`src/dcache_pkg.sv`:
```
// Data cache shared definitions
package dcache_pkg;

	////////////////////////////////////////////////////////////
	// Geometry
	////////////////////////////////////////////////////////////

	localparam int line_count     = 16;	// 16 lines of 64 bytes.
	localparam int words_per_line = 16;
	localparam int tag_width      = 22;
	localparam int index_width    = 4;
	localparam int word_width     = 4;

	////////////////////////////////////////////////////////////
	// Types
	////////////////////////////////////////////////////////////

	// Address split: tag, line index, word in line, byte offset.
	typedef struct packed {
		logic [tag_width-1:0]   tag;
		logic [index_width-1:0] index;
		logic [word_width-1:0]  word;
		logic [1:0]             offset;
	} addr_fields_t;

	// Core request as seen by every stage.
	typedef struct packed {
		logic [31:0] addr;
		logic        rd;
		logic        wr;
		logic [31:0] wdata;
	} core_req_t;

	typedef struct packed {
		addr_fields_t fields;
		logic         hit;	// Valid line with matching tag.
	} lookup_t;

	typedef enum logic [0:0] {FILL_IDLE, FILL_RUN} fill_state_e;

	typedef enum logic [1:0] {BUS_IDLE, BUS_READ, BUS_WRITE} bus_op_e;

	typedef struct packed {
		bus_op_e     op;
		logic [31:0] addr;
		logic [31:0] wdata;
	} bus_cmd_t;

	// One word written into the data array during a line fill.
	typedef struct packed {
		logic                   en;
		logic [index_width-1:0] index;
		logic [word_width-1:0]  word;
		logic [31:0]            data;
	} fill_wr_t;

endpackage
```
`src/dcache_lookup.sv`:
```
// Tag and valid store
// Address split and hit compare.
module dcache_lookup (
	input  logic                  clk,
	input  logic                  rst_n,
	input  dcache_pkg::core_req_t req,
	input  logic                  line_done,
	output dcache_pkg::lookup_t   lookup
);

	dcache_pkg::addr_fields_t fields;

	// One valid bit per line, cleared by reset.
	logic [dcache_pkg::line_count-1:0] valid;

	// Tags need no reset since valid guards them.
	logic [dcache_pkg::tag_width-1:0] tags [dcache_pkg::line_count];

	logic tag_match;

	////////////////////////////////////////////////////////////
	// Address split and compare
	////////////////////////////////////////////////////////////

	assign fields = dcache_pkg::addr_fields_t'(req.addr);

	assign tag_match = (tags[fields.index] == fields.tag);

	assign lookup.fields = fields;
	assign lookup.hit    = valid[fields.index] && tag_match;

	////////////////////////////////////////////////////////////
	// Install on fill completion
	////////////////////////////////////////////////////////////

	// The last fill beat installs the line, so the next cycle hits.
	always_ff @(posedge clk) begin
		if (!rst_n) begin
			valid <= '0;
		end else if (line_done) begin
			valid[fields.index] <= 1'b1;
		end
	end

	always_ff @(posedge clk) begin
		if (line_done) begin
			tags[fields.index] <= fields.tag;	// Replaces any previous tag here.
		end
	end

	// The core holds its read through the last beat, so the next cycle hits.
	a_done_then_hit: assert property (
		@(posedge clk) disable iff (!rst_n)
		line_done |=> lookup.hit
	) else $error("installed line does not hit in the next cycle");

endmodule

```
`config.mk`:
```
export PLATFORM = sky130hd
export DESIGN_NAME = dcache_lookup
export DESIGN_NICKNAME = d
export VERILOG_FILES = /design/src/dcache_pkg.sv /design/src/dcache_lookup.sv
export SDC_FILE = /design/constraint.sdc
export NUM_CORES = 1
export LEC_CHECK = 0
export ABC_AREA = 1
export BUFFER_PORTS_ARGS = -buffer_cell sky130_fd_sc_hd__buf_2
export CORE_ASPECT_RATIO = 0.9
export CORE_MARGIN = 5
export CORE_UTILIZATION = 50
export DETAILED_ROUTE_END_ITERATION = 8
export PLACE_DENSITY = 0.78
export SETUP_SLACK_MARGIN = 0.1
export SYNTH_ARGS = -nofsm -noshare
export SYNTH_HDL_FRONTEND = slang
export SYNTH_SLANG_ARGS = --single-unit
```
`constraint.sdc`:
```
create_clock -name clk -period 2.65 [get_ports clk]
set_input_delay 0.3975 -clock clk [delete_from_list [all_inputs] [get_ports clk]]
set_output_delay 0.3975 -clock clk [all_outputs]
set_load 0.02 [all_outputs]
```
==> results.md <==
* Fin crit period at between 2000 and 3000 ps
* Period utilization at 1.03
* Mean post-synth cell area at around 10 µm²
* Commonest non-fill, non-tap cells in the layout: 837 x nand2_1, 352 x edfxtp_1, 116 x buf_4, 60 x nor2_1, 52 x buf_2
* Initial core utilization at 0.503
* Core Rows at between 60 and 70
* CP top delay family: simple AND/OR/NAND/NOR gates
* Die height at about 180 µm
* Synth area leaders: edfxtp_1 68%, nand2_1 20%, dfxtp_1 2.1%
* Worst Clk Skew at 0 ps
* Gpl congestion at around 0.85
* Layout area overhead at 18.1%
* Critical Path RT at 2250 ps
* Post-Layout Cell Count at roughly 2000
* Hold Crit Class: in2reg
* Crit path DAT at 2340 ps
* Vias in the first global route at between 10000 and 15000
* Leakage power total at 7.53 nW
* Clk sink count at roughly 370
* Post-synth net total at roughly 1600
* GRT overflow at 0
* Clock buffer depth at 3
* Failing checks: negative setup slack
* Global-route wire length before repair at between 60 and 70 mm
* Power Total at 12.1 mW
* Post-synth top area cell: edfxtp_1
* Largest net degree at the start of global routing at 36
* Critical path type: in2out
* Slew HR at 0.715
* Number of diodes at 0
* Routed WL at about 40 mm
* Inst Count DP at between 1500 and 2000
* Peak VDD IR at between 0.0005 and 0.0006 V
* Post-DP HPWL at roughly 24 mm
* Distinct cells, synth at 20
* Slew @ Worst Pin at 427 ps
* Seq. cell area at 0.0109 mm²
* CP max stage delay at 250 ps
* DRC at 0
* Via Count at about 11000
* Post-CTS Hold Buffers at 0
* Yosys warning count at 0
* Post-synthesis cell count at roughly 1500
* Status: finished with violations
* Post-layout nets at about 1700
* Post-Syn Area at roughly 0.015 mm²
* Fin. Hold Viols at 0
* Die ar. at between 0.03 and 0.04 mm²
* Most frequent CP cell: nand2_1
* Power density over the cells at 663 mW/mm²
* CTS H-tree lvls at 2
* Post-DRT Antenna Nets at 0
* Worst-skew pair later-pin latency at approximately 500 ps
* Global-route usage over all layers at 0.226
* Root Buffer: clkbuf_16
* Die width at between 150 and 200 µm
* CTS tree: yes
* DR vias/cell at around 5.3
* Fill cells at around 2400
* Core area at around 0.031 mm²
* Setup ws final at -92.2 ps
* Type of origin of the critical path: primary input
* Drt initial violations at around 1300
* Most common cell after layout, fill and taps aside: nand2_1
* CP max-delay cell: nand4_1
* Multi-input gate area in the final layout at around 0.004 mm²
* Worst path bufs/invs at 5
* Flops & latches, synth at around 370
* Share of cells above drive strength 1 at 0.167
* Unrepaired setup endpoints after global routing: true
* Average wire per standard cell at 19.3 µm
* Clk slew on worst S/H paths at 50 ps
* Crit-path cells: buf_16, buf_12, nor2_4, buf_12, clkbuf_16, nand2_1, nand3_1, nand2_1, nand4_1, nand2_1, nor2_1, nand2_1, nor2_2, nand2_2, nor2_4, buf_6
* Fmax at 365 MHz
* Total CTS buffers at 36
* Final Setup Violations at 1
* Crit. End Element: output port
* Register area share after synthesis at 0.706
* Antenna violations before repair at 0
* Port bufs at 55
* Top-area cell type share of the netlist area at 0.685
* TritonRoute pass-1 iters at 7
* Worst slack, placed at -373 ps
* CP max FO at 7
* Slew Viols, Final at 0
* I/O pins at ~100
* Max Cap Violations at 0
==> metrics by stage <==
stage          hold WS (ps)  setup TNS (ps)  instance area (µm²)   util
3_3_place_gp            448            -247                16900  0.552
3_5_place_dp            458            -373                16900  0.552
2_1_floorplan           440               0                15400      -
5_1_grt                 132            -128                18200  0.594
4_1_cts                 120           -38.7                18100  0.589
6_report                133           -92.2                18200  0.594
==> logic make-up (layout without fill, tap and decap cells) <==
group           Yosys count  after routing  share of synthesized area
compound gates           30             30                     0.0117
xor+xnor                  1              1                   0.000568
flops                   368            368                      0.706
simple gates            975            975                      0.242
buf+inv                 113            274                     0.0396
==> cell type report <==
type                            instances  area share
Clock buffer                           48      0.0531
Clock inverter                         11     0.00240
Inverter                               20     0.00522
Multi-Input combinational cell       1006       0.223
Sequential cell                       368       0.597
Tap cell                              409      0.0281
Timing Repair Buffer                  195      0.0905
==> worst paths after layout <==
kind	startpoint	end	slack (ps)	depth (start not counted)
worst max-delay path	req[40]	lookup[0]	-90	16
worst min-delay path	rst_n	valid[3]$_SDFFE_PN0P_	130	2
worst max register to register	valid[12]$_SDFFE_PN0P_	valid[12]$_SDFFE_PN0P_	2050	2
worst min register to register	valid[3]$_SDFFE_PN0P_	valid[3]$_SDFFE_PN0P_	470	1
==> synth_stat cells <==
cell	n
xor2_1	1
inv_1	18
o21ai_1	4
o21a_1	2
nor2_1	85
nor2_2	2
buf_1	13
clkbuf_1	10
buf_2	30
edfxtp_1	352
o21bai_1	10
dfxtp_1	16
buf_4	40
nor3_1	3
a21oi_1	5
nand3_1	29
inv_2	2
o21ai_0	9
nand2_1	842
nand4_1	14
==> repair_timing <==
action / 4_1_cts / 5_1_grt
cloned: 2 / 2
endpoints found under the setup margin: 1 / 1
buffers inserted: 0 / 3
hold endpoints to repair: 0 / 0
gates resized for setup: 24 / 22
pin swaps: 9 / 16
==> worst register-to-register path, stage by stage, from the launching register on <==
cell	delay, ps
dfxtp_1	310
nor2_1	120
nor2_1	50
==> flip-flops by register name (all words and copies together) (netlist names) <==
name	cells
tags	352
valid	16
==> layer usage <==
layer,wire length [µm],global-route usage
met5,0,0
met4,1110,0.0782
met3,3350,0.0282
met2,19300,0.382
met1,16000,0.306
==> where the power goes <==
part / leakage, nW / total, mW / internal [mW] / switching, mW
combinational: 3.73 / 1.03 / 0.359 / 0.672
sequential: 3.31 / 6.52 / 6.49 / 0.0290
clock: 0.491 / 4.53 / 2.54 / 1.99
Power figures use the tool's default switching activity.
