## config.mk

```make
export PLATFORM = sky130hd
export DESIGN_NAME = dcache_fill
export DESIGN_NICKNAME = d
export VERILOG_FILES = /design/src/dcache_pkg.sv /design/src/dcache_fill.sv
export SDC_FILE = /design/constraint.sdc
export NUM_CORES = 1
export LEC_CHECK = 0
export BUFFER_PORTS_ARGS = -buffer_cell sky130_fd_sc_hd__buf_2
export CORE_MARGIN = 4
export CORE_UTILIZATION = 35
export CTS_CLUSTER_DIAMETER = 50
export DETAILED_ROUTE_END_ITERATION = 6
export GPL_TIMING_DRIVEN = 0
export PLACE_DENSITY = 0.78
export SETUP_SLACK_MARGIN = 0.1
export SYNTH_ARGS = -nofsm -noshare
export SYNTH_HDL_FRONTEND = slang
export SYNTH_SLANG_ARGS = --single-unit
```

## constraint.sdc

```tcl
create_clock -name clk -period 1.6 [get_ports clk]
set_input_delay 0.08 -clock clk [delete_from_list [all_inputs] [get_ports clk]]
set_output_delay 0.08 -clock clk [all_outputs]
set_load 0.02 [all_outputs]
```

## src/dcache_pkg.sv

```systemverilog
// Data cache shared definitions
package dcache_pkg;

	////////////////////////////////////////////////////////////
	// Geometry
	////////////////////////////////////////////////////////////

	localparam int line_count     = 16;	// 16 lines of 64 bytes.
	localparam int words_per_line = 16;
	localparam int tag_width      = 22;
	localparam int index_width    = 4;
	localparam int word_width     = 4;

	////////////////////////////////////////////////////////////
	// Types
	////////////////////////////////////////////////////////////

	// Address split: tag, line index, word in line, byte offset.
	typedef struct packed {
		logic [tag_width-1:0]   tag;
		logic [index_width-1:0] index;
		logic [word_width-1:0]  word;
		logic [1:0]             offset;
	} addr_fields_t;

	// Core request as seen by every stage.
	typedef struct packed {
		logic [31:0] addr;
		logic        rd;
		logic        wr;
		logic [31:0] wdata;
	} core_req_t;

	typedef struct packed {
		addr_fields_t fields;
		logic         hit;	// Valid line with matching tag.
	} lookup_t;

	typedef enum logic [0:0] {FILL_IDLE, FILL_RUN} fill_state_e;

	typedef enum logic [1:0] {BUS_IDLE, BUS_READ, BUS_WRITE} bus_op_e;

	typedef struct packed {
		bus_op_e     op;
		logic [31:0] addr;
		logic [31:0] wdata;
	} bus_cmd_t;

	// One word written into the data array during a line fill.
	typedef struct packed {
		logic                   en;
		logic [index_width-1:0] index;
		logic [word_width-1:0]  word;
		logic [31:0]            data;
	} fill_wr_t;

endpackage
```

## src/dcache_fill.sv

```systemverilog
// Line fill sequencer
module dcache_fill (
	input  logic                              clk,
	input  logic                              rst_n,
	input  dcache_pkg::core_req_t             req,
	input  dcache_pkg::lookup_t               lookup,
	input  logic                              bus_ack,
	input  logic                              bus_ready,
	input  logic [31:0]                       bus_rdata,
	output logic [dcache_pkg::word_width-1:0] fill_word,
	output dcache_pkg::fill_wr_t              fill_wr,
	output logic                              line_done
);

	localparam int line_bits = dcache_pkg::tag_width + dcache_pkg::index_width;

	dcache_pkg::fill_state_e state;

	logic [dcache_pkg::word_width-1:0] word_cnt;
	logic [line_bits-1:0]              fill_line;	// Line being filled.
	logic [line_bits-1:0]              cur_line;
	logic                              restart;
	logic                              beat;

	assign cur_line = {lookup.fields.tag, lookup.fields.index};

	// A running fill is dropped when the core moves to another line or the
	// line hits. A write breaks it too, since the filled words would go stale.
	assign restart = (state == dcache_pkg::FILL_RUN) && (req.rd || req.wr) &&
		((cur_line != fill_line) || lookup.hit || req.wr);

	// A dropped fill starts over at word 0 in this very cycle.
	assign fill_word = restart ? '0 : word_cnt;

	// One completed read beat of a missing read.
	assign beat = req.rd && !lookup.hit && bus_ack && bus_ready;

	assign line_done = beat && (&fill_word);	// Word 15 arrived.

	assign fill_wr.en    = beat;
	assign fill_wr.index = lookup.fields.index;
	assign fill_wr.word  = fill_word;
	assign fill_wr.data  = bus_rdata;

	////////////////////////////////////////////////////////////
	// Sequencer state
	////////////////////////////////////////////////////////////

	always_ff @(posedge clk) begin
		if (!rst_n) begin
			state    <= dcache_pkg::FILL_IDLE;
			word_cnt <= '0;
		end else if (beat) begin
			if (line_done) begin
				state    <= dcache_pkg::FILL_IDLE;
				word_cnt <= '0;
			end else begin
				state    <= dcache_pkg::FILL_RUN;
				word_cnt <= fill_word + 1'b1;
			end
		end else if (restart) begin
			state    <= dcache_pkg::FILL_IDLE;
			word_cnt <= '0;
		end
	end

	// The line address is only looked at while running.
	always_ff @(posedge clk) begin
		if (beat) begin
			fill_line <= cur_line;
		end
	end

	// An idle sequencer always waits at word 0.
	a_idle_at_word0: assert property (
		@(posedge clk) disable iff (!rst_n)
		(state == dcache_pkg::FILL_IDLE) |-> (word_cnt == '0)
	) else $error("fill sequencer idle with a nonzero word count");

endmodule

```

==> results.tsv <==
metric	value	unit
result of the run	complete, but fails checks	
violations in the final reports	negative setup slack	
Post-route DRC	0	
H-tree levels	2	
clock sink total	31	
crit start category	register	
area of the die	0.00607	mm^2
minimum setup slack after placement	-0.291	ns
average wire length per cell after detail routing	11.5	um
slowest library cell on the worst path	edfxtp_1	
Synth Register Bits	31	
via count of the first global-routing pass	1378	
initial standard-cell utilization of the core	0.362	
total count of hold-check failures in the final report	0	
Die Y-Extent	77.9	um
First DRT Iteration DRCs	59	
setup repair after global routing missed its margin	yes	
shortest clock period the worst path allows after layout	2.00	ns
synthesized instance count	147	
half-perimeter wire length after placement	2830	um
global routing usage on met1	0.119	
number of optimization iterations in the first detailed-route pass	4	
min-delay worst type	input port to register	
global routing met2 resource utilization	0.223	
most congested layer reported by global routing	met2	
period utilization	1.25	
clock tree from TritonCTS	yes	
sequential share of the synthesized area	0.515	
via count of the routed design	1337	
Final setup viols	12	
Cell Pwr Density	713	mW/mm^2
total core area	0.00472	mm^2
crit path capture type	primary output	
TritonCTS buffer count	5	
Via-to-Cell Ratio	4.19	
synth unique cells	26	
worst path cell trace	xnor2_1 -> nand4_1 -> nor4_4 -> buf_4 -> a21oi_4 -> nor2b_4 -> buf_6 -> buf_6	
cell repeated most along the worst path	buf_6	
critical path arrival	1.92	ns
clk_skew	0.00563	ns
overall overflow remaining after global route	0	
row cnt	25	
warnings from Yosys	0	
Final #Nets	386	
measured slew at the worst slew-check pin	0.428	ns
Leak	1.11	nW
most frequent cells in the layout	69 x buf_2, 44 x buf_4, 28 x xnor2_1, 26 x edfxtp_1, 14 x dlygate4sd3_1	
overall routed net length	3670	um
total inserted antenna cells	0	
class of the most critical setup path	register to primary output	
antenna-violating nets left	0	
WP data required	1.52	ns
Final Worst Setup Slack	-0.398	ns
worst max-slew margin expressed relative to the limit	0.715	
met3 global-route usage	0.0557	
commonest non-fill, non-tap cell in the layout	buf_2	
all-layer global routing usage	0.120	
net count of the mapped netlist	282	
number of primary I/O pins	181	
wire length of the first global-routing pass	5750	um
Max rail drop VDD	0.525	mV
Clock Root Buffer	clkbuf_8	
final count of pins violating max slew	0	
maximum number of pins on one net before global-route repair	35	
CTS Buffer Depth	2	
max-capacitance violation count	0	
largest stage delay on the critical path	0.39	ns
layout overhead on the synthesized area	48.7	%
final weighted congestion in routability-driven placement	0.731	
Fin Hold WS	0.0133	ns
overall power	1.81	mW
insertion delay of the later-clocked pin in the worst-skew pair	0.27	ns
horizontal extent of the die	77.9	um
clock input transition at the sequential cells of the worst setup and hold paths	0.06	ns
number of buffers added on ports	77	
Max Clk Rate	501	MHz
synthesized area per cell	11.6	um^2
largest fanout of any net on the critical path	6	
layout cells sized above 1	0.552	
Post-Syn Area	0.00171	mm^2
antenna violations before repair	0	
==> registers in the layout, indices dropped and copies added, names as in the netlist <==
signal and cells:
state 1, word_cnt 4, fill_line 26
==> routing by layer <==
| metal | vias to the layer above | part of all wire | wire (um) |
|---|---|---|---|
| li1 | 669 | - | - |
| met1 | 603 | 0.37 | 1370 |
| met2 | 63 | 0.53 | 1930 |
| met3 | 2 | 0.097 | 355 |
| met4 | 0 | 0.0046 | 17 |
| met5 | - | 0 | 0 |
==> worst paths after layout <==
kind	depth (start not counted)	start	slack, ns	endpoint
worst max-delay path	8	fill_line[3]	-0.40	fill_wr[35]
worst min register to register	2	state	0.57	state
worst max register to register	9	fill_line[3]	-0.18	state
worst min-delay path	1	lookup[14]	0.01	fill_line[7]
==> cell usage after synthesis (all sizes together) <==
cell | count | area (um^2)
buf | 43 | 317
xnor2 | 28 | 245
edfxtp | 26 | 781
nand2 | 8 | 30.0
nand4 | 8 | 50.1
nor2 | 6 | 22.5
dfxtp | 5 | 100
a21oi | 3 | 22.5
nand3 | 3 | 15.0
nor2b | 3 | 18.8
inv | 2 | 7.51
nor4 | 2 | 27.5
a21o | 1 | 7.51
a31oi | 1 | 6.26
and3 | 1 | 6.26
and4b | 1 | 10.0
mux2i | 1 | 10.0
nand2b | 1 | 6.26
nor3 | 1 | 5.00
o211ai | 1 | 7.51
or2 | 1 | 6.26
xor2 | 1 | 8.76
==> through the flow <==
step	cells	area (um^2)	util	setup TNS, ns
global placement	291	2220	0.470	-1.66
finish	319	2540	0.539	-3.54
floorplan	147	1750	-	-0.254
CTS	313	2480	0.524	-3.52
global route	319	2540	0.539	-5.05
detailed placement	291	2220	0.470	-2.23
==> critical path: cells and delay by family, from the launching register on <==
kind | cells | cell delay, ns
DFF | 1 | 0.39
buffers and inverters | 3 | 0.38
and+or+nand+nor | 3 | 0.61
xor gates and xnor gates | 1 | 0.18
AOI/OAI and AO/OA | 1 | 0.10
==> logic make-up after synthesis <==
group,share of synthesized area
and+or+nand+nor,0.116
xor gates and xnor gates,0.149
buffers and inverters,0.189
muxes,0.00585
DFF,0.515
AOI/OAI and AO/OA,0.0256
==> final cells by class <==
cell class	count	area (um^2)
plain buffers	43	330
inverters	2	7.51
multi-input cells	71	541
clock buffers	8	80.1
fillers	419	2180
repair buffers	97	621
flip-flops and latches	31	881
well taps	67	83.8
==> report_power, final <==
group / internal, mW / switching, mW / leakage (nW)
clock network: 0.308 / 0.251 / 0.0395
registers: 0.900 / 0.0102 / 0.277
logic: 0.185 / 0.161 / 0.791
total: 1.39 / 0.422 / 1.11
==> timing repair <==
action	in CTS	in global routing
cloned	0	0
pin swaps	8	4
setup buffers	4	2
hold buffers	10	4
endpoints found under the setup margin	14	15
gates resized for setup	14	4
hold endpoints to repair	10	4
Power figures use the tool's default switching activity.
