## config.mk

```make
export PLATFORM = sky130hd
export DESIGN_NAME = dcache_bus_ctrl
export DESIGN_NICKNAME = d
export VERILOG_FILES = /design/src/dcache_pkg.sv /design/src/dcache_bus_ctrl.sv
export SDC_FILE = /design/constraint.sdc
export NUM_CORES = 1
export LEC_CHECK = 0
export ABC_AREA = 1
export BUFFER_PORTS_ARGS = -buffer_cell sky130_fd_sc_hd__clkbuf_2
export CORE_AREA = 2 2 67 69
export DETAILED_ROUTE_END_ITERATION = 7
export DIE_AREA = 0 0 69 71
export PLACE_DENSITY_LB_ADDON = 0.05
export SLEW_MARGIN = 20
export SYNTH_ARGS = -nofsm -noshare
export SYNTH_HDL_FRONTEND = slang
export SYNTH_SLANG_ARGS = --single-unit
```

## constraint.sdc

```tcl
create_clock -name vclk -period 1.78
set_input_delay 0.356 -clock vclk [all_inputs]
set_output_delay 0.356 -clock vclk [all_outputs]
set_load 0.02 [all_outputs]
```

## src/dcache_pkg.sv

```systemverilog
// Data cache shared definitions
package dcache_pkg;

	////////////////////////////////////////////////////////////
	// Geometry
	////////////////////////////////////////////////////////////

	localparam int line_count     = 16;	// 16 lines of 64 bytes.
	localparam int words_per_line = 16;
	localparam int tag_width      = 22;
	localparam int index_width    = 4;
	localparam int word_width     = 4;

	////////////////////////////////////////////////////////////
	// Types
	////////////////////////////////////////////////////////////

	// Address split: tag, line index, word in line, byte offset.
	typedef struct packed {
		logic [tag_width-1:0]   tag;
		logic [index_width-1:0] index;
		logic [word_width-1:0]  word;
		logic [1:0]             offset;
	} addr_fields_t;

	// Core request as seen by every stage.
	typedef struct packed {
		logic [31:0] addr;
		logic        rd;
		logic        wr;
		logic [31:0] wdata;
	} core_req_t;

	typedef struct packed {
		addr_fields_t fields;
		logic         hit;	// Valid line with matching tag.
	} lookup_t;

	typedef enum logic [0:0] {FILL_IDLE, FILL_RUN} fill_state_e;

	typedef enum logic [1:0] {BUS_IDLE, BUS_READ, BUS_WRITE} bus_op_e;

	typedef struct packed {
		bus_op_e     op;
		logic [31:0] addr;
		logic [31:0] wdata;
	} bus_cmd_t;

	// One word written into the data array during a line fill.
	typedef struct packed {
		logic                   en;
		logic [index_width-1:0] index;
		logic [word_width-1:0]  word;
		logic [31:0]            data;
	} fill_wr_t;

endpackage
```

## src/dcache_bus_ctrl.sv

```systemverilog
// Bus control
// Bus opcode, address and core wait level.
module dcache_bus_ctrl (
	input  dcache_pkg::core_req_t             req,
	input  dcache_pkg::lookup_t               lookup,
	input  logic [dcache_pkg::word_width-1:0] fill_word,
	input  logic                              bus_ack,
	input  logic                              bus_ready,
	output logic                              bus_req,
	output dcache_pkg::bus_cmd_t              bus_cmd,
	output logic                              rw_wait,
	output logic                              write_done
);

	logic read_miss;

	assign read_miss = req.rd && !lookup.hit;

	// Every write goes out, reads only when they miss.
	assign bus_req = read_miss || req.wr;

	assign write_done = req.wr && bus_ack && bus_ready;

	// A read waits for the fill, a write for its bus beat.
	assign rw_wait = read_miss || (req.wr && !write_done);

	////////////////////////////////////////////////////////////
	// Bus command
	////////////////////////////////////////////////////////////

	always_comb begin
		bus_cmd.op    = dcache_pkg::BUS_IDLE;
		bus_cmd.addr  = '0;
		bus_cmd.wdata = '0;
		if (read_miss && bus_ack) begin
			bus_cmd.op   = dcache_pkg::BUS_READ;
			// Word reads walk the line from word 0.
			bus_cmd.addr = {lookup.fields.tag, lookup.fields.index, fill_word, 2'b00};
		end else if (req.wr && bus_ack) begin
			bus_cmd.op    = dcache_pkg::BUS_WRITE;
			bus_cmd.addr  = req.addr;
			bus_cmd.wdata = req.wdata;
		end
	end

	// A fill read while the core writes would mean both requests are up.
	always_comb begin
		a_no_read_on_write: assert (!(bus_cmd.op == dcache_pkg::BUS_READ && req.wr))
		else $error("bus read issued during a write request");
	end

endmodule

```

==> run metrics, run 1 <==
Worst Hold End bus_cmd[19]; WP data arrival 1260 ps; Gate power share 100.0%; Pwr Total 0.4569 mW; largest net degree at the start of global routing 36; crit path launch type primary input; Seq pwr share 0%; Required @ worst endpoint 1420 ps; # Post-CTS Setup Buffers 0; Leak 1.577 nW; synthesized instance count 252; Synth Net Count around 360; Die ar. just under 0.005 mm^2; area of the multi-input gates 690.7 um^2; Post-Syn Area between 0.001 and 0.0015 mm^2; HP Start req[19]; largest area contributor in the netlist inv_1; Via-to-Cell Ratio 4.095; Max FO, Critical Path 28; first-pass GRT wire length roughly 7300 um; P per Cell Area between 200 and 250 mW/mm^2; drt first-iter violations 56; CLK BUF 0; worst vdd ir between 100 and 150 uV; FF/Latch Area 0 um^2; fin crit share between 90 and 100%; Peak Freq 619.7 MHz; Global Route Usage Sum 16.64%; Core Box Area 0.004204 mm^2; Diodes inserted 0; Setup TNS 0 ps; die width 69 um; run status complete, no violations; final WL 4349 um; gpl congestion 0.7420; hpwl dp 3589 um; grt ovf 0; RSZ-0062 raised after global routing no; Slew HR 84.23%; Crit. Startpoint lookup[0]; min Tclk post-route 1614 ps; yosys synthesis warning count 0; Max Slew Vio Count 0; critical path endpoint category primary output; final instance area ~0.002 mm^2; hold path cells 4; DR WL/cell 9.393 um; Psw 0.2686 mW; vias post-DR 1896; hold crit path type primary input to primary output; first-pass detailed-route iteration total 4; row count 24; FFs & Latches 0; hold buffers post-CTS 0; synth top area cells inv_1 25%, nor2_1 23%, nand2_1 22%, nand4_1 18%, buf_2 4.7%; vias in the first global route 1745; sequential area share after synthesis 0%; DRC viols 0; NumNets Final 518; clock power share 0%; layout cell share with drive strength beyond 1 43.80%; area grow syn2layout 85.11%; Int Pwr 0.1884 mW; Fin. Hold Viols 0; I/O Buffers 168; Die Height 71 um; Slew @ Worst Pin ~240 ps; post-detailed-route count of antenna-violating nets 0; switching share of power 58.78%; max_cap viols 0; Placed Instance Area between 0.0015 and 0.002 mm^2; initial antenna violation count 0; top cell type's share of synthesized area 24.97%; Syn Area/Cell 4.235 um^2; Netlist cell types 11; Fill cells about 500; top-level I/O count between 150 and 200; WS Path Type primary input to primary output; Setup Viol. Count Final 0; Starting Density ~25%; Post-CTS Resized 0
## how the worst max path moves through the flow
stage               slack (ps)           to  depth (start not counted)
floorplan                  300  bus_cmd[22]                          6
global placement           160  bus_cmd[35]                          7
detailed placement         150  bus_cmd[44]                          7
CTS                        150  bus_cmd[44]                          7
global route                40  bus_cmd[58]                          7
finish                     170  bus_cmd[44]                          7
## critical path, stage by stage
cell and delay, ps:
clkbuf_2 80, inv_1 160, nand3_1 170, buf_12 210
nand2_1 70, nand2_1 50, clkbuf_2 160
## synthesized netlist by cell type
cell	n
buf_2	10
buf_4	1
buf_6	3
clkbuf_1	5
inv_1	71
nand2_1	63
nand2_2	2
nand3_1	1
nand4_1	30
nor2_1	65
o21ai_0	1
## power groups by stage
stage,clock network (mW),logic [mW],registers (mW)
floorplan,0,0.253,0
CTS,0,0.464,0
finish,0,0.457,0
global route,0,0.509,0
detailed placement,0,0.462,0
global placement,0,0.459,0
## layer usage
| metal | up-vias | wire length (um) | track usage [%] |
|---|---|---|---|
| met3 | 4 | 433 | 3.134 |
| met2 | 96 | 2178 | 33.33 |
| met1 | 750 | 1693 | 18.80 |
| met5 | - | 0 | 0 |
| li1 | 1046 | - | - |
| met4 | 0 | 44 | 1.307 |
## cell usage in the layout, fill, tap and decap left out
| cell type | netlist | layout |
|---|---|---|
| buf_12 | 0 | 3 |
| buf_4 | 1 | 7 |
| clkbuf_2 | 0 | 168 |
| inv_1 | 71 | 71 |
| nand2_1 | 63 | 63 |
| nand2_2 | 2 | 2 |
| nand3_1 | 1 | 1 |
| nand4_1 | 30 | 30 |
| nor2_1 | 65 | 65 |
| o21ai_0 | 1 | 1 |
## cell families after synthesis
| kind of cell | share of synthesized area (%) |
|---|---|
| buffers and inverters | 35.29 |
| AND/OR/NAND/NOR | 64.24 |
| AO/OA/AOI/OAI | 0.4685 |
## cell type report
type               instances  area share [%]
well taps                 52           3.293
repair buffers           178           48.26
inverters                 71           13.49
multi-input cells        162           34.96
## metrics by stage
step	std cells	setup WS, ps	hold slack, ps	util [%]
floorplan	252	302.4	831.4	-
global placement	463	161.3	1001	46.99
detailed placement	463	150.5	1004	46.99
CTS	463	148.7	1005	46.99
global route	463	40.59	1018	46.99
finish	463	166.3	1003	46.99
(Power assumes the default switching activity.)
==> run 2: changes to the inputs <==
--- a/config.mk
+++ b/config.mk
@@ -5,11 +5,10 @@
 export SDC_FILE = /design/constraint.sdc
 export NUM_CORES = 1
 export LEC_CHECK = 0
-export ABC_AREA = 1
 export BUFFER_PORTS_ARGS = -buffer_cell sky130_fd_sc_hd__clkbuf_2
-export CORE_AREA = 2 2 67 69
+export CORE_AREA = 5 5 63 65
 export DETAILED_ROUTE_END_ITERATION = 7
-export DIE_AREA = 0 0 69 71
+export DIE_AREA = 0 0 68 70
 export PLACE_DENSITY_LB_ADDON = 0.05
 export SLEW_MARGIN = 20
 export SYNTH_ARGS = -nofsm -noshare
==> run 2 against run 1 <==
Maximum frequency fell by 4.7%. Clock-buffer cell count unchanged. Area after synthesis shrank 17%. Die area down 2.8%. Non-clock buffer count increased by 1. Sequential share of layout area unchanged. Cell area shrank 10%. Wire length rose by 7.8%. Highest routed layer unchanged. Hold slack improved by 37 ps. Cell count shrank 22%. Largest power group unchanged. Combinational power fell by 8.1%.
==> run metrics, run 2 <==
placed insts 358; DR WL/cell 13.06 um; row count 21; Core Box Area 0.003284 mm^2; min Tclk post-route 1693 ps; Max Slew Vio Count 0; top cell type's share of synthesized area 25.39%; HP Start lookup[28]; run status complete, no violations; Slew @ Worst Pin between 200 and 250 ps; RSZ-0062 raised after global routing no; gpl congestion 0.7543; largest net degree at the start of global routing 36; vias in the first global route ~1.4k; Setup TNS 0 ps; I/O Buffers 168; WS Path Type primary input to primary output; Top delay family on crit path buffers and inverters; hold path cells 4; P per Cell Area 236.9 mW/mm^2; die width 68 um; Global Route Usage Sum 16.63%; post-route insts no fill between 300 and 400; Diodes inserted 0; Peak Freq 590.6 MHz; CP Depth 6; Crit-path slowest cell a21boi_0; synth top area cells a21boi_0 25%, and2_1 18%, nand3_1 17%, nand2_1 14%, and2_4 8.9%; fin crit share 95.13%; max_cap viols 0; worst vdd ir 97.81 uV; Largest stage delay, worst path 220 ps; Starting Density 27.01%; Synth Net Count 256; top-level I/O count between 150 and 200; initial antenna violation count 0; synthesized instance count 151; WP data arrival 1340 ps; top-count cell post-synth nand2_1; FF/Latch Area 0 um^2; Die Height 70 um; Die ar. 0.004760 mm^2; Leak 1.075 nW; Netlist cell types 12; crit path launch type primary input; crit path buf inv count 3; Slew HR 83.95%; commonest non-fill, non-tap cells in the layout 167 x clkbuf_2, 33 x nand2_1, 30 x nand3_1, 30 x a21boi_0, 26 x and2_1; critical path endpoint category primary output; DRC viols 0; CLK BUF 0; Fin. Hold Viols 0; largest area contributor in the netlist a21boi_0; post-detailed-route count of antenna-violating nets 0; Max FO, Critical Path 12; Fill cells ~350; area grow syn2layout 100.0%; FFs & Latches 0; Setup Viol. Count Final 0; hpwl dp 3987 um; Post-Syn Area just under 900 um^2; Via-to-Cell Ratio 4.362; first-pass detailed-route iteration total 4; Worst Hold End bus_cmd[59]; Syn Area/Cell 5.875 um^2; synth cell count leaders 33 x nand2_1, 30 x a21boi_0, 30 x nand3_1; first-pass GRT wire length 6527 um; vias post-DR 1566; sequential area share after synthesis 0%; grt ovf 0; NumNets Final 420; Required @ worst endpoint 1420 ps; crit path cell chain clkbuf_2, nand2b_2, buf_4, nand3_1, a21boi_0, buf_2; commonest non-fill, non-tap cell in the layout clkbuf_2; hold crit path type primary input to primary output; final WL 4688 um; yosys synthesis warning count 0; drt first-iter violations 43; layout cell share with drive strength beyond 1 61.34%
run 2: cell types whose count changed after synthesis, moves of 2 or more:
cell	before	now
inv_1	71	0
nor2_1	65	0
a21boi_0	0	30
nand2_1	63	33
nand4_1	30	0
nand3_1	1	30
and2_1	0	26
and2_4	0	9
nand2_2	2	0
nand2b_1	0	2
run 2: cells by family after synthesis:
family | share of synthesized area, %
buf+inv | 12.41
compound gates | 25.39
simple gates | 62.20
run 2: report_power, final:
group	total [mW]	internal, mW	switching [mW]
combinational	0.420	0.195	0.226
clock	0	0	0
sequential	0	0	0
run 2: layout make-up:
type / count / area [um^2] / share of cell area, %
Multi-Input combinational cell: 134 / 789.5 / 44.50
Tap cell: 46 / 57.56 / 3.244
Timing Repair Buffer: 179 / 927.1 / 52.26
run 2: through the flow:
stage	area, um^2	hold slack (ps)	setup slack, ps	util (%)	power, mW
global route	1774	1057	9.952	54.02	0.4614
finish	1774	1040	86.76	54.02	0.4202
detailed placement	1760	1042	37.71	53.60	0.4205
floorplan	887.1	850.6	84.98	-	0.2290
CTS	1760	1042	37.85	53.60	0.4219
global placement	1760	1040	51.83	53.60	0.4181
run 2: worst max path at each step:
stage                   start           to
floorplan           lookup[0]  bus_cmd[35]
global placement    lookup[0]  bus_cmd[28]
detailed placement  lookup[0]  bus_cmd[28]
CTS                 lookup[0]  bus_cmd[28]
global route          req[33]  bus_cmd[49]
finish              lookup[0]  bus_cmd[36]
run 2: repair_timing:
action / in CTS / in global routing
gates resized for setup: 0 / 3
endpoints found under the setup margin: 0 / 32
setup buffers: 0 / 0
hold buffers: 0 / 0
run 2: metal layers:
metal  vias up  share of wire, %  track usage, %
met5         -                 0               0
met2        91                51           33.30
met3         4                13           3.045
met4         0               1.0           1.545
li1        824                 -               -
met1       647                35           17.65
